## src/sdhub_pkg.sv

```systemverilog
////////////////////////////////////////
// SD hub package: byte and owner types,
// default parameter values
////////////////////////////////////////

`default_nettype none

package sdhub_pkg;

	// one byte on the SD SPI wires
	typedef logic [7:0] sd_byte_t;

	// current owner of the card
	typedef enum logic
	{
		host_zx  = 1'b0,
		host_avr = 1'b1
	} host_e;

	// reset stretch counter width, 2^6 = 64 cycles
	localparam int DEF_RST_CNT_SIZE = 6;

	// fclk cycles per sdclk half-period
	localparam int DEF_SPI_HALF = 1;

	// bits per transfer
	localparam int SD_BITS = 8;

endpackage

`default_nettype wire
```

## src/sdhub_top.sv

```systemverilog
////////////////////////////////////////
// SD hub top level: reset stretcher,
// host mux and SPI byte engine
////////////////////////////////////////

`timescale 1ns/10ps
`default_nettype none

module sdhub_top #(
	parameter int RST_CNT_SIZE = sdhub_pkg::DEF_RST_CNT_SIZE,
	parameter int SPI_HALF     = sdhub_pkg::DEF_SPI_HALF
) (
	input  logic               fclk,
	input  logic               rst_n,

	// AVR side
	input  logic               avr_genrst,
	input  logic               avr_lock_claim,
	output logic               avr_lock_grant,
	input  logic               avr_sdcs_n,
	input  logic               avr_sd_start,
	input  sdhub_pkg::sd_byte_t avr_sd_datain,

	// Z80 port side
	input  logic               zx_sdcs_n_val,
	input  logic               zx_sdcs_n_stb,
	input  logic               zx_sd_start,
	input  sdhub_pkg::sd_byte_t zx_sd_datain,

	// card pins
	output logic               sdcs_n,
	output logic               sdclk,
	output logic               sddo,
	input  logic               sddi,

	// shared status and result
	output logic               sd_busy,
	output sdhub_pkg::sd_byte_t sd_rxbyte
);

	import sdhub_pkg::*;

	logic     hub_rst_n;
	logic     spi_start;
	sd_byte_t spi_txbyte;

	reset_stretch #(
		.RST_CNT_SIZE(RST_CNT_SIZE)
	) i_reset_stretch (
		.fclk      (fclk      ),
		.rst_n     (rst_n     ),
		.avr_genrst(avr_genrst),
		.hub_rst_n (hub_rst_n )
	);

	sd_host_mux i_sd_host_mux (
		.fclk          (fclk          ),
		.hub_rst_n     (hub_rst_n     ),
		.avr_lock_claim(avr_lock_claim),
		.avr_lock_grant(avr_lock_grant),
		.avr_sdcs_n    (avr_sdcs_n    ),
		.avr_sd_start  (avr_sd_start  ),
		.avr_sd_datain (avr_sd_datain ),
		.zx_sdcs_n_val (zx_sdcs_n_val ),
		.zx_sdcs_n_stb (zx_sdcs_n_stb ),
		.zx_sd_start   (zx_sd_start   ),
		.zx_sd_datain  (zx_sd_datain  ),
		.sdcs_n        (sdcs_n        ),
		.busy          (sd_busy       ),
		.spi_start     (spi_start     ),
		.spi_txbyte    (spi_txbyte    )
	);

	spi_byte_engine #(
		.SPI_HALF(SPI_HALF)
	) i_spi_byte_engine (
		.fclk      (fclk      ),
		.hub_rst_n (hub_rst_n ),
		.spi_start (spi_start ),
		.spi_txbyte(spi_txbyte),
		.sdclk     (sdclk     ),
		.sddo      (sddo      ),
		.sddi      (sddi      ),
		.busy      (sd_busy   ),
		.sd_rxbyte (sd_rxbyte )
	);

endmodule

`default_nettype wire

```

## src/spi_byte_engine.sv

```systemverilog
////////////////////////////////////////
// SPI mode 0 byte engine: sdclk pacing,
// tx/rx shifters, busy and result byte
////////////////////////////////////////

`timescale 1ns/10ps
`default_nettype none

module spi_byte_engine #(
	parameter int SPI_HALF = sdhub_pkg::DEF_SPI_HALF
) (
	input  logic               fclk,
	input  logic               hub_rst_n,

	// from the input side
	input  logic               spi_start,
	input  sdhub_pkg::sd_byte_t spi_txbyte,

	// SD card pins
	output logic               sdclk,
	output logic               sddo,
	input  logic               sddi,

	// status and result towards both hosts
	output logic               busy,
	output sdhub_pkg::sd_byte_t sd_rxbyte
);

	import sdhub_pkg::*;

	localparam int HALF_W = (SPI_HALF > 1) ? $clog2(SPI_HALF) : 1;
	localparam int BIT_W  = $clog2(SD_BITS);

	localparam logic [HALF_W-1:0] HALF_LAST = HALF_W'(SPI_HALF - 1);
	localparam logic [BIT_W-1:0]  BIT_LAST  = BIT_W'(SD_BITS - 1);

	logic [HALF_W-1:0] half_cnt;
	logic [BIT_W-1:0]  bit_cnt;
	logic              half_end;
	sd_byte_t          tx_shift;
	sd_byte_t          rx_shift;

	assign half_end = (half_cnt == HALF_LAST);

	////////////////////////////////////////
	// control: busy, sdclk and counters
	////////////////////////////////////////

	always_ff @(posedge fclk or negedge hub_rst_n)
	begin
		if (!hub_rst_n)
		begin
			busy      <= 1'b0;
			sdclk     <= 1'b0;
			half_cnt  <= '0;
			bit_cnt   <= '0;
			sd_rxbyte <= '1;
		end
		else if (!busy)
		begin
			// input side guarantees no start while busy
			if (spi_start)
			begin
				busy     <= 1'b1;
				half_cnt <= '0;
				bit_cnt  <= '0;
			end
		end
		else if (!half_end)
		begin
			half_cnt <= half_cnt + 1'b1;
		end
		else
		begin
			half_cnt <= '0;
			sdclk    <= ~sdclk;
			if (sdclk)
			begin
				// falling edge closes a bit
				bit_cnt <= bit_cnt + 1'b1;
				if (bit_cnt == BIT_LAST)
				begin
					busy      <= 1'b0;
					sd_rxbyte <= rx_shift;
				end
			end
		end
	end

	////////////////////////////////////////
	// data shifters
	////////////////////////////////////////

	always_ff @(posedge fclk)
	begin
		if (!busy && spi_start)
		begin
			tx_shift <= spi_txbyte;
		end
		else if (busy && half_end)
		begin
			if (!sdclk)
			begin
				// sample on the rising sdclk
				rx_shift <= {rx_shift[SD_BITS-2:0], sddi};
			end
			else
			begin
				tx_shift <= {tx_shift[SD_BITS-2:0], 1'b0};
			end
		end
	end

	// MSB first, line idles high
	assign sddo = busy ? tx_shift[SD_BITS-1] : 1'b1;

endmodule

`default_nettype wire

```

## src/sd_host_mux.sv

```systemverilog
////////////////////////////////////////
// SD hub input side: lock arbiter, Z80 cs
// register, per-owner start and byte select
////////////////////////////////////////

`timescale 1ns/10ps
`default_nettype none

module sd_host_mux (
	input  logic               fclk,
	input  logic               hub_rst_n,

	// AVR side
	input  logic               avr_lock_claim,
	output logic               avr_lock_grant,
	input  logic               avr_sdcs_n,
	input  logic               avr_sd_start,
	input  sdhub_pkg::sd_byte_t avr_sd_datain,

	// Z80 port side
	input  logic               zx_sdcs_n_val,
	input  logic               zx_sdcs_n_stb,
	input  logic               zx_sd_start,
	input  sdhub_pkg::sd_byte_t zx_sd_datain,

	// towards the card and the engine
	output logic               sdcs_n,
	input  logic               busy,
	output logic               spi_start,
	output sdhub_pkg::sd_byte_t spi_txbyte
);

	import sdhub_pkg::*;

	host_e    owner;
	logic     zx_sdcs_n;
	logic     eng_active;
	logic     sel_start;
	sd_byte_t sel_datain;

	// a start already issued counts as busy for one more cycle,
	// the engine raises busy only on the edge after spi_start
	assign eng_active = busy | spi_start;

	////////////////////////////////////////
	// lock arbiter
	////////////////////////////////////////

	always_ff @(posedge fclk or negedge hub_rst_n)
	begin
		if (!hub_rst_n)
		begin
			owner <= host_zx;
		end
		else if (!eng_active)
		begin
			owner <= avr_lock_claim ? host_avr : host_zx;
		end
	end

	assign avr_lock_grant = (owner == host_avr);

	////////////////////////////////////////
	// Z80 chip select register
	////////////////////////////////////////

	// loaded whoever owns the card
	always_ff @(posedge fclk or negedge hub_rst_n)
	begin
		if (!hub_rst_n)
		begin
			zx_sdcs_n <= 1'b1;
		end
		else if (zx_sdcs_n_stb)
		begin
			zx_sdcs_n <= zx_sdcs_n_val;
		end
	end

	assign sdcs_n = (owner == host_avr) ? avr_sdcs_n : zx_sdcs_n;

	////////////////////////////////////////
	// start and byte selection
	////////////////////////////////////////

	// the other host's strobes never get through
	assign sel_start  = (owner == host_avr) ? avr_sd_start  : zx_sd_start;
	assign sel_datain = (owner == host_avr) ? avr_sd_datain : zx_sd_datain;

	always_ff @(posedge fclk or negedge hub_rst_n)
	begin
		if (!hub_rst_n)
		begin
			spi_start <= 1'b0;
		end
		else
		begin
			// dropped silently while a byte is in flight
			spi_start <= sel_start & ~eng_active;
		end
	end

	always_ff @(posedge fclk)
	begin
		if (sel_start && !eng_active)
		begin
			spi_txbyte <= sel_datain;
		end
	end

endmodule

`default_nettype wire

```

## src/reset_stretch.sv

```systemverilog
////////////////////////////////////////
// reset stretcher for the SD hub
////////////////////////////////////////

`timescale 1ns/10ps
`default_nettype none

module reset_stretch #(
	parameter int RST_CNT_SIZE = sdhub_pkg::DEF_RST_CNT_SIZE
) (
	input  logic fclk,
	input  logic rst_n,
	input  logic avr_genrst,
	output logic hub_rst_n
);

	// one extra bit, the top one marks the end of the stretch
	logic [RST_CNT_SIZE:0] rst_cnt;

	always_ff @(posedge fclk or negedge rst_n)
	begin
		if (!rst_n)
		begin
			rst_cnt <= '0;
		end
		else if (avr_genrst)
		begin
			// host request restarts the whole stretch
			rst_cnt <= '0;
		end
		else if (!rst_cnt[RST_CNT_SIZE])
		begin
			rst_cnt <= rst_cnt + 1'b1;
		end
	end

	// counter stops once the top bit is set, so release holds
	assign hub_rst_n = rst_cnt[RST_CNT_SIZE];

endmodule

`default_nettype wire

```

## config.mk

```make
export PLATFORM = sky130hd
export DESIGN_NAME = sdhub_top
export DESIGN_NICKNAME = d
export VERILOG_FILES = /design/src/sdhub_pkg.sv /design/src/sdhub_top.sv /design/src/spi_byte_engine.sv /design/src/sd_host_mux.sv /design/src/reset_stretch.sv
export SDC_FILE = /design/constraint.sdc
export NUM_CORES = 1
export LEC_CHECK = 0
export BUFFER_PORTS_ARGS = -buffer_cell sky130_fd_sc_hd__buf_4
export CORE_MARGIN = 5
export CORE_UTILIZATION = 45
export CTS_CLUSTER_DIAMETER = 50
export DETAILED_ROUTE_END_ITERATION = 8
export PLACE_DENSITY = 0.67
export SLEW_MARGIN = 20
export SYNTH_ARGS = -nofsm -noshare
export SYNTH_HDL_FRONTEND = slang
export SYNTH_SLANG_ARGS = --single-unit
```

## constraint.sdc

```tcl
create_clock -name fclk -period 1 [get_ports fclk]
set_input_delay 0.1 -clock fclk [delete_from_list [all_inputs] [get_ports fclk]]
set_output_delay 0.1 -clock fclk [all_outputs]
set_load 0.005 [all_outputs]
```

==> results of run 1 <==
synth_stat cells (all sizes together) (3+ instances only):
library cell / number
buf: 4
dfrtp: 14
dfstp: 9
edfxtp: 24
ha: 3
mux2: 28
nand2: 4
nand2b: 4
nor2: 9
nor2b: 3
xor2: 5
critical path, delay by kind of cell, from the launching register on:
family / cells / cell delay (ns)
buf+inv: 2 / 0.24
flops: 1 / 0.41
mux: 1 / 0.29
per-stage QoR:
stage | worst slack (ns) | instance area, sq um | hold WS [ns] | std cells
finish | -0.338 | 3010 | 0.0309 | 247
global route | -0.388 | 3010 | 0.0366 | 247
CTS | -0.337 | 2860 | 0.0169 | 243
detailed placement | -0.322 | 2570 | -0.0827 | 227
global placement | -0.286 | 2570 | -0.0863 | 227
floorplan | -0.311 | 2110 | -0.196 | 123
power by group through the flow:
| stage | registers, mW | logic (mW) | clock network, mW |
|---|---|---|---|
| finish | 3.62 | 3.79 | 1.11 |
| global route | 3.70 | 4.06 | 1.24 |
| detailed placement | 3.54 | 2.76 | 0 |
| global placement | 3.50 | 2.64 | 0 |
| CTS | 3.59 | 3.40 | 1.14 |
| floorplan | 3.45 | 1.70 | 0 |
kinds of logic (layout without fill, tap and decap cells):
kind of cell	after synthesis	after routing	synth area share
DFF	47	47	0.651
muxes	30	30	0.182
and+or+nand+nor	26	28	0.0834
xor gates and xnor gates	6	6	0.0262
buffers and inverters	6	76	0.0212
AOI/OAI and AO/OA	5	5	0.0181
adders and majority gates	3	3	0.0187
layer usage:
metal,wire (microns),vias to the layer above
li1,-,589
met3,179,7
met4,66,0
met2,2120,31
met5,0,-
met1,1820,633
what timing repair did:
action | CTS | global route
setup endpoints to repair | 69 | 74
gates resized for setup | 27 | 30
hold buffers | 2 | 0
hold endpoints to repair | 8 | 0
gates cloned | 3 | 1
pin swaps | 5 | 8
buffers inserted | 3 | 3
state kept, by name, summed over array words and instances (netlist names):
register,count
i_sd_host_mux.avr_lock_grant,1
i_spi_byte_engine.tx_shift,8
i_reset_stretch.rst_cnt,7
i_sd_host_mux.spi_start,1
i_sd_host_mux.spi_txbyte,8
i_spi_byte_engine.busy,1
i_spi_byte_engine.sdclk,1
i_spi_byte_engine.bit_cnt,3
i_sd_host_mux.zx_sdcs_n,1
i_spi_byte_engine.sd_rxbyte,8
i_spi_byte_engine.rx_shift,8
final timing paths:
| path | to | from | slack (ns) |
|---|---|---|---|
| max reg2reg | i_spi_byte_engine.bit_cnt[2]$_DFFE_PN0P_ | i_spi_byte_engine.bit_cnt[0]$_DFFE_PN0P_ | -0.33 |
| max | sdcs_n | i_sd_host_mux.avr_lock_grant$_DFFE_PN0N_ | -0.34 |
| max in group asynchronous | i_spi_byte_engine.sd_rxbyte[1]$_DFFE_PN1P_ | i_reset_stretch.rst_cnt[6]$_DFF_PN0_ | 0.36 |
| min in group asynchronous | i_reset_stretch.rst_cnt[0]$_DFFE_PN0P_ | rst_n | 0.15 |
| min reg2reg | i_spi_byte_engine.sdclk$_DFFE_PN0P_ | i_reset_stretch.rst_cnt[6]$_DFF_PN0_ | 0.40 |
| min | i_reset_stretch.rst_cnt[2]$_DFFE_PN0P_ | avr_genrst | 0.03 |
final cells by class:
type,count,share of cell area
clock buffers,7,0.0253
clock inverters,1,0.00249
inverters,1,0.00125
multi-input cells,72,0.295
flip-flops and latches,47,0.435
well taps,52,0.0216
repair buffers,67,0.219
==> metrics.md, run 1 <==
| Metric | Value |
|---|---|
| Status | complete, but fails checks |
| Violated checks | setup timing |
| Fill cells | around 300 |
| # DRC | 0 |
| Switching Fraction | 0.284 |
| Synth area leaders | edfxtp_1, dfrtp_1, dfstp_2 |
| Final WL | 4.19 mm |
| Final Cycle Share | 1.34 |
| Final #Nets | 223 |
| Worst VDD drop | 0.00170 V |
| Int Pwr | 6.10 mW |
| Max_slew headroom | 0.799 |
| Router iterations before antenna repair | 4 |
| GR Util All Layers | 0.147 |
| EDFF count, synth | 24 |
| CTS tree | done |
| GR Util met1 | 0.201 |
| CP Capture Type | primary output |
| Met2 usage | 0.228 |
| Maxcap violations | 0 |
| Synth async-reset ratio | 0.489 |
| Final Skew | 0.0112 ns |
| Slowest CP cell | dfrtp_1 |
| Commonest non-fill, non-tap cell in the layout | buf_4 |
| Worst hold stages | 2 |
| Area taken by multi-input logic gates | 890 sq um |
| Worst Tran Pin Value | 0.301 ns |
| Final core utilization | 0.692 |
| DRT iter0 DRCs | 54 |
| Die Width | 76.8 microns |
| Pin count of the biggest net entering global routing | 15 |
| Largest area contributor in the netlist | edfxtp_1 |
| Row count | 24 |
| RSZ-0062 raised after global routing | true |
| Vias | about 1,300 |
| Comb pwr share | 0.445 |
| Fmax | 748 MHz |
| H-Tree Depth | 2 |
| NetSw | 2.41 mW |
| Slew Viols, Final | 0 |
| Mean area per synthesized cell | between 15 and 20 sq um |
| Area Growth Syn to Fin | 50.0% |
| Die height | 76.8 microns |
| Static Leak | 1.36 nW |
| Syn Nets | 152 |
| Final setup TNS | -13.17 ns |
| I/O Buffers | 38 |
| Share of the synthesized area in the top cell type | 0.359 |
| First-pass GRT wire length | roughly 6.9 mm |
| Final worst slack | -0.338 ns |
| Most frequent cells in the layout | buf_4, mux2_4, edfxtp_1 |
| Diode count | 0 |
| Worst skew pair latency | roughly 0.30 ns |
| CP dominant cell by count | buf_6 |
| R2R cell count | 4 |
| Final setup fails | just over 70 |
| Vias/cell | 5.10 |
| Sequential fraction of the synthesis area | 0.651 |
| Final min period | 1.34 ns |
| Die area | 5900 sq um |
| Worst min path class | in -> reg |
| Design Power | 8.52 mW |
| Fraction of layout cells with a size suffix above 1 | 0.682 |
| CTS max path bufs | 2 |
| Worst-path fanout max | 2 |
| Clock net sink count | 47 |
| Overflow after GRT | 0 |
| Clock share of power | 0.130 |
| CTS Buf Count | 5 |
| Yosys cell types | 29 |
| Detailed Place HPWL | 2.82 mm |
| Core ar. | 4350 sq um |
| PwrDens | approximately 2800 nW/um^2 |
| Gp weighted congestion | approximately 0.70 |
| I/O pins | 39 |
| GR peak layer | met2 |
| Clk root buf | clkbuf_8 |
| Worst Path Arrival | between 1 and 1.5 ns |
| Startpoint types | register |
| Initial antenna violation count | 0 |
| Worst EP required | roughly 0.9 ns |
| Seq pwr share | 0.425 |
| Ys flop type | edfxtp_1 |
| Yosys warnings | 0 |
| Crit Path Category | reg -> out |
| Max incr delay on CP | ~0.41 ns |
| Critical-path cell list | buf_6 -> mux2_4 -> buf_6 |
| Seq cells post-synth | 47 |
| Clock-pin slew on the worst setup and hold paths | about 0.08 ns |
| Post-route ant nets | 0 |
| Number of global-route vias before repair | 1,376 |
| Initial Util | 0.461 |
| Met3 Usage GRT | 0.0351 |
| Mean routed wirelength per cell | approximately 17 microns |
| Netlist Area Pre-Place | 2010 sq um |
| Cells after Synth | 123 |
| FF+latch area | 1310 sq um |
| Fin. Hold Viols | 0 |
No activity file was read; power rests on OpenSTA's default activity.
==> run 2: changes to the inputs <==
--- a/config.mk
+++ b/config.mk
@@ -11,6 +11,7 @@
 export CTS_CLUSTER_DIAMETER = 50
 export DETAILED_ROUTE_END_ITERATION = 8
 export PLACE_DENSITY = 0.67
+export SETUP_SLACK_MARGIN = 0.3
 export SLEW_MARGIN = 20
 export SYNTH_ARGS = -nofsm -noshare
 export SYNTH_HDL_FRONTEND = slang
==> run 2 against run 1 <==
The run still ends with setup timing left. Power up 2.2%. Final area up 0.91%. Worst setup slack worse by 0.013 ns. Non-clock buffer count up 8. Global-route usage about the same. Largest power group unchanged. Highest routed layer unchanged.
==> metrics.md, run 2 (synthesis results as in run 1) <==
| Metric | Value |
|---|---|
| Area Growth Syn to Fin | 51.4% |
| Die height | 76.8 microns (unchanged) |
| Final Cycle Share | 1.35 (+0.0131) |
| Die Width | 76.8 microns (unchanged) |
| I/O Buffers | 38 (unchanged) |
| CTS max path bufs | 2 (unchanged) |
| H-Tree Depth | 2 (unchanged) |
| Worst Path Arrival | 1.54 ns (+0.30 ns) |
| Crit Path Category | reg -> reg |
| Fin Hold WS | 0.0160 ns (-0.0149 ns) |
| Seq pwr share | 0.413 (-0.012) |
| Row count | 24 (unchanged) |
| Final setup fails | 71 (-1.4%) |
| Max_slew headroom | 0.848 (+0.0486) |
| Most frequent cells in the layout | buf_4, buf_6, edfxtp_1 |
| Clock net sink count | 47 (unchanged) |
| Int Pwr | 6.20 mW (+1.7%) |
| Router iterations before antenna repair | 4 (unchanged) |
| Placed cell count | 226 (-0.44%) |
| Detailed Place HPWL | 2.60 mm (-7.8%) |
| Final setup TNS | -13.33 ns (-0.152 ns) |
| Layout Cells excl Fill | 255 (+3.2%) |
| Clock share of power | 0.127 (-0.003) |
| Final Skew | 0.00449 ns (-0.00666 ns) |
| Worst-path fanout max | 2 (unchanged) |
| Overflow after GRT | 0 (unchanged) |
| Initial Util | 0.461 (unchanged) |
| Worst VDD drop | 0.00150 V (-12%) |
| Post-route ant nets | 0 (unchanged) |
| Worst Tran Pin Value | 0.224 ns (-0.0774 ns) |
| CTS tree | done |
| Pin count of the biggest net entering global routing | 17 (+2) |
| NetSw | 2.50 mW (+3.6%) |
| Core ar. | 4350 sq um (unchanged) |
| Violated checks | setup timing |
| Clock-pin slew on the worst setup and hold paths | 0.08 ns (about the same) |
| DRT iter0 DRCs | 106 (+96%) |
| Worst EP required | 1.19 ns (+0.29 ns) |
| I/O pins | 39 (unchanged) |
| Slew Viols, Final | 0 (unchanged) |
| Worst min path class | in -> reg |
| Fraction of layout cells with a size suffix above 1 | 0.695 (+0.0125) |
| Fill cells | 291 (-4.0%) |
| Startpoint types | register |
| Status | complete, but fails checks |
| Fmax | 740 MHz (-0.97%) |
| GR Util All Layers | 0.147 (-0.000328) |
| Static Leak | 1.38 nW (+1.3%) |
| PwrDens | 2860 nW/um^2 (+1.3%) |
| First-pass GRT wire length | 6.83 mm (-1.4%) |
| CTS Buf Count | 5 (unchanged) |
| Worst skew pair latency | 0.30 ns (about the same) |
| Fin. Hold Viols | 0 (unchanged) |
| Area taken by multi-input logic gates | 871 sq um (-2.1%) |
| Vias | 1,280 (+1.6%) |
| Final WL | 4.11 mm (-1.9%) |
| # DRC | 0 (unchanged) |
| CP Capture Type | register |
| Switching Fraction | 0.287 (+0.00379) |
| Comb pwr share | 0.460 (+0.015) |
| Clk root buf | clkbuf_8 |
| FF+latch area | 1310 sq um (unchanged) |
| RSZ-0062 raised after global routing | true |
| Vias/cell | 5.02 (-1.6%) |
| Final min period | 1.35 ns (+0.0131 ns) |
| Gp weighted congestion | 0.690 (-1.6%) |
| Mean routed wirelength per cell | 16.1 microns (-4.9%) |
| Initial antenna violation count | 0 (unchanged) |
| Diode count | 0 (unchanged) |
| Final #Nets | 231 (+3.6%) |
| Maxcap violations | 0 (unchanged) |
| Final worst slack | -0.351 ns (-0.0131 ns) |
| Die area | 5900 sq um (unchanged) |
| Commonest non-fill, non-tap cell in the layout | buf_4 |
| Number of global-route vias before repair | 1,389 (+0.94%) |
## run 2: cell count changes in the layout (fill, tap and decap cells not counted), sizes merged
cell          delta
dlygate4sd3      -1
buf              +9
clkinv           +1
dlymetal6s4s     +1
clkbuf           -2
## run 2: path summary, 6_finish.rpt
| kind | end | cells after the start | startpoint | slack, ns |
|---|---|---|---|---|
| min in group asynchronous | i_reset_stretch.rst_cnt[4]$_DFFE_PN0P_ | 2 | rst_n | 0.15 |
| max in group asynchronous | i_spi_byte_engine.sd_rxbyte[7]$_DFFE_PN1P_ | 2 | i_reset_stretch.rst_cnt[6]$_DFF_PN0_ | 0.36 |
| hold reg to reg | i_sd_host_mux.avr_lock_grant$_DFFE_PN0N_ | 2 | i_reset_stretch.rst_cnt[6]$_DFF_PN0_ | 0.38 |
| setup reg to reg | i_spi_byte_engine.bit_cnt[2]$_DFFE_PN0P_ | 4 | i_spi_byte_engine.bit_cnt[0]$_DFFE_PN0P_ | -0.35 |
| hold / removal | i_reset_stretch.rst_cnt[2]$_DFFE_PN0P_ | 2 | avr_genrst | 0.02 |
| setup / recovery | i_spi_byte_engine.bit_cnt[2]$_DFFE_PN0P_ | 4 | i_spi_byte_engine.bit_cnt[0]$_DFFE_PN0P_ | -0.35 |
## run 2: critical path: stages, from the launching register on
cell     delay (ns)
dfrtp_1        0.44
ha_4           0.19
ha_4           0.20
mux2_4         0.25
a22o_1         0.17
## run 2: cell type report
class / count / area share
clock buffer: 6 / 0.0239
multi-input combinational: 72 / 0.286
timing repair buffer: 75 / 0.232
inverter: 1 / 0.00123
sequential: 47 / 0.432
clock inverter: 2 / 0.00411
tap: 52 / 0.0214
## run 2: metal layers
layer / vias to the layer above / part of all wire / track usage
met5: - / 0 / 0
met4: 0 / 0.020 / 0.0612
met3: 8 / 0.043 / 0.0304
met2: 32 / 0.50 / 0.239
met1: 639 / 0.44 / 0.190
li1: 601 / - / -
## run 2: per-stage QoR
step / worst slack, ns / power, mW / area, sq um / util
floorplan: -0.311 / 5.16 / 2120 / -
global placement: -0.289 / 6.19 / 2580 / 0.593
detailed placement: -0.314 / 6.35 / 2580 / 0.593
CTS: -0.345 / 8.42 / 2960 / 0.680
global route: -0.371 / 9.19 / 3040 / 0.699
finish: -0.351 / 8.70 / 3040 / 0.699
## run 2: power by group through the flow
stage	registers, mW	logic [mW]	clock network [mW]
2_1_floorplan	3.45	1.71	0
3_3_place_gp	3.49	2.71	0
3_5_place_dp	3.52	2.83	0
4_1_cts	3.56	3.72	1.14
5_1_grt	3.68	4.27	1.24
6_report	3.59	4.00	1.11
## run 2: timing repair
action | in CTS | in global routing
endpoints found under the setup margin | 76 | 77
endpoints found under the hold margin | 8 | 0
pin swaps | 6 | 8
hold buffers | 2 | 0
setup buffers | 13 | 4
gates cloned | 2 | 0
gates resized for setup | 38 | 13
==> run 3: changes to the inputs <==
--- a/config.mk
+++ b/config.mk
@@ -10,7 +10,7 @@
 export CORE_UTILIZATION = 45
 export CTS_CLUSTER_DIAMETER = 50
 export DETAILED_ROUTE_END_ITERATION = 8
-export PLACE_DENSITY = 0.67
+export PLACE_DENSITY = 0.64
 export SETUP_SLACK_MARGIN = 0.3
 export SLEW_MARGIN = 20
 export SYNTH_ARGS = -nofsm -noshare
==> run 3 against run 2 <==
The run still ends with setup timing left. Largest power group unchanged. Power increased by 4.9%. Final area increased by 2.2%. Worst setup slack got worse by 0.027 ns. Via count increased by 0.23%. Global-route usage decreased by 0.49 points. Clock skew increased by 0.0043 ns. Largest cell class unchanged. Wire length decreased by 1.3%. Sequential share of layout area decreased by 0.94 points. Core utilization increased by 1.6 points.
==> metrics.md, run 3 (synthesis results as in run 1) <==
| Metric | Value |
|---|---|
| Fmax | 726 MHz (-2.0%) |
| I/O pins | 39 (unchanged) |
| Post-route cell area | 3110 sq um (+2.2%) |
| Router iterations before antenna repair | 4 (unchanged) |
| Commonest non-fill, non-tap cell in the layout | buf_4 |
| Final setup fails | 73 (+2.8%) |
| Worst EP required | 1.17 ns (-0.02 ns) |
| R2R cell count | 4 (unchanged) |
| Worst min path class | in -> reg |
| Critical-path cell list | ha_4 -> ha_4 -> mux2_4 -> a22o_1 |
| Final min period | 1.38 ns (+0.0273 ns) |
| CTS tree | done |
| Post-route ant nets | 0 (unchanged) |
| Layout Cells excl Fill | 254 (-0.39%) |
| Worst skew pair latency | 0.29 ns (about the same) |
| Gp weighted congestion | 0.767 (+11%) |
| Number of global-route vias before repair | 1,376 (-0.94%) |
| Fin. Hold Viols | 0 (unchanged) |
| Violated checks | setup timing |
| Startpoint types | register |
| H-Tree Depth | 2 (unchanged) |
| Final #Nets | 230 (-0.43%) |
| First-pass GRT wire length | 6.69 mm (-2.0%) |
| Detailed Place HPWL | 2.69 mm (+3.3%) |
| Worst-path fanout max | 2 (unchanged) |
| Final WL | 4.05 mm (-1.3%) |
| CP Capture Type | register |
| I/O Buffers | 38 (unchanged) |
| Slowest CP cell | dfrtp_1 |
| Crit Path Category | reg -> reg |
| Final Cycle Share | 1.38 (+0.0273) |
| Die height | 76.8 microns (unchanged) |
| Final worst slack | -0.378 ns (-0.0273 ns) |
| Clock net sink count | 47 (unchanged) |
| Row count | 24 (unchanged) |
| Fin Hold WS | 0.0163 ns (+0.000284 ns) |
| Diode count | 0 (unchanged) |
| Max incr delay on CP | 0.42 ns (-0.02 ns) |
| Int Pwr | 6.70 mW (+8.0%) |
| Area Growth Syn to Fin | 54.7% |
| Maxcap violations | 0 (unchanged) |
| R2R Path End | i_spi_byte_engine.bit_cnt[2]$_DFFE_PN0P_ |
| Fraction of layout cells with a size suffix above 1 | 0.708 (+0.0133) |
| Clock share of power | 0.174 (+0.047) |
| Min-delay src | avr_genrst |
| CTS Buf Count | 5 (unchanged) |
| Max_slew headroom | 0.795 (-0.0526) |
| PwrDens | 2940 nW/um^2 (+2.7%) |
| Placed cell count | 227 (+0.44%) |
| Clk root buf | clkbuf_8 |
| Worst VDD drop | 0.00115 V (-23%) |
| Critical path buffers and inverters | 0 (unchanged) |
| DRT iter0 DRCs | 68 (-36%) |
| Clock-pin slew on the worst setup and hold paths | 0.08 ns (about the same) |
| Most frequent cells in the layout | buf_4, buf_6, edfxtp_1 |
| # DRC | 0 (unchanged) |
| CTS max path bufs | 2 (unchanged) |
| Die Width | 76.8 microns (unchanged) |
| Hold worst-path end | i_reset_stretch.rst_cnt[2]$_DFFE_PN0P_ |
| Die area | 5900 sq um (unchanged) |
| Worst Path Arrival | 1.55 ns (about the same) |
| CP delay by family, top | flip-flops |
| Final core utilization | 0.714 (+0.0155) |
| NetSw | 2.43 mW (-2.7%) |
| Area after DPL | 2590 sq um (+0.29%) |
| R2r startpoint | i_spi_byte_engine.bit_cnt[1]$_DFFE_PN0P_ |
| Pin count of the biggest net entering global routing | 15 (-2) |
| Initial Util | 0.461 (unchanged) |
| Slew Viols, Final | 0 (unchanged) |
| R2R setup slack | -0.38 ns (-0.03 ns) |
| Core ar. | 4350 sq um (unchanged) |
| Mean routed wirelength per cell | 16.0 microns (-0.90%) |
| Worst hold stages | 2 (unchanged) |
| Comb pwr share | 0.433 (-0.027) |
| Status | complete, but fails checks |
| GR Util All Layers | 0.142 (-0.00493) |
| Switching Fraction | 0.266 (-0.0209) |
| Vias/cell | 5.05 (+0.63%) |
| Initial antenna violation count | 0 (unchanged) |
| Overflow after GRT | 0 (unchanged) |
| RSZ-0062 raised after global routing | true |
| Worst Tran Pin Value | 0.307 ns (+0.0833 ns) |
| Design Power | 9.13 mW (+4.9%) |
| Static Leak | 1.40 nW (+1.7%) |
| Final Skew | 0.00883 ns (+0.00434 ns) |
| Vias | 1,283 (+0.23%) |
| CP dominant cell by count | ha_4 |
| Seq pwr share | 0.394 (-0.019) |
-- run 3: layout make-up --
cell class / instances / area (sq um)
inverters: 1 / 3.75
well taps: 52 / 65.1
flip-flops and latches: 47 / 1310
fillers: 274 / 1240
clock inverters: 2 / 60.1
repair buffers: 74 / 716
multi-input cells: 72 / 880
clock buffers: 6 / 72.6
-- run 3: how the worst max path moves through the flow --
stage | start | endpoint | slack (ns) | cells after the start
after floorplan | i_sd_host_mux.avr_lock_grant$_DFFE_PN0N_ | i_sd_host_mux.spi_txbyte[0]$_DFFE_PP_ | -0.31 | 3
after global placement | i_spi_byte_engine.bit_cnt[1]$_DFFE_PN0P_ | i_spi_byte_engine.bit_cnt[2]$_DFFE_PN0P_ | -0.29 | 4
after detailed placement | i_spi_byte_engine.bit_cnt[1]$_DFFE_PN0P_ | i_spi_byte_engine.bit_cnt[2]$_DFFE_PN0P_ | -0.31 | 4
after CTS | i_spi_byte_engine.bit_cnt[1]$_DFFE_PN0P_ | i_spi_byte_engine.bit_cnt[2]$_DFFE_PN0P_ | -0.33 | 4
after global routing | i_spi_byte_engine.bit_cnt[1]$_DFFE_PN0P_ | i_spi_byte_engine.bit_cnt[2]$_DFFE_PN0P_ | -0.40 | 4
final | i_spi_byte_engine.bit_cnt[1]$_DFFE_PN0P_ | i_spi_byte_engine.bit_cnt[2]$_DFFE_PN0P_ | -0.38 | 4
-- run 3: worst register-to-register path: stages (launching register included) --
cell and delay, ns:
dfrtp_1 0.42, ha_4 0.18, ha_4 0.20, mux2_4 0.26, a22o_1 0.19
-- run 3: repair_timing --
item,in CTS,in global routing
setup endpoints to repair,76,77
gates resized for setup,40,17
hold endpoints to repair,8,0
gates cloned,2,0
buffers inserted,8,7
hold buffers,2,0
pin swaps,7,6
-- run 3: power by group through the flow --
stage	clock network, mW	logic, mW	registers, mW
after floorplan	0	1.71	3.45
final	1.58	3.95	3.60
after global routing	1.72	4.21	3.68
after global placement	0	2.76	3.50
after detailed placement	0	2.86	3.54
after CTS	1.63	3.59	3.58
-- run 3: layer usage --
metal	GRT usage	vias to the layer above	wire (microns)
met5	0	-	0
met4	0.0524	0	61
met3	0.0304	6	169
met2	0.246	28	2080
met1	0.172	651	1740
li1	-	598	-
-- run 3: stage by stage --
stage / setup slack (ns) / TNS, ns
6_report: -0.378 / -13.25
5_1_grt: -0.396 / -15.65
4_1_cts: -0.330 / -12.25
3_5_place_dp: -0.310 / -10.34
3_3_place_gp: -0.286 / -9.42
2_1_floorplan: -0.311 / -11.14
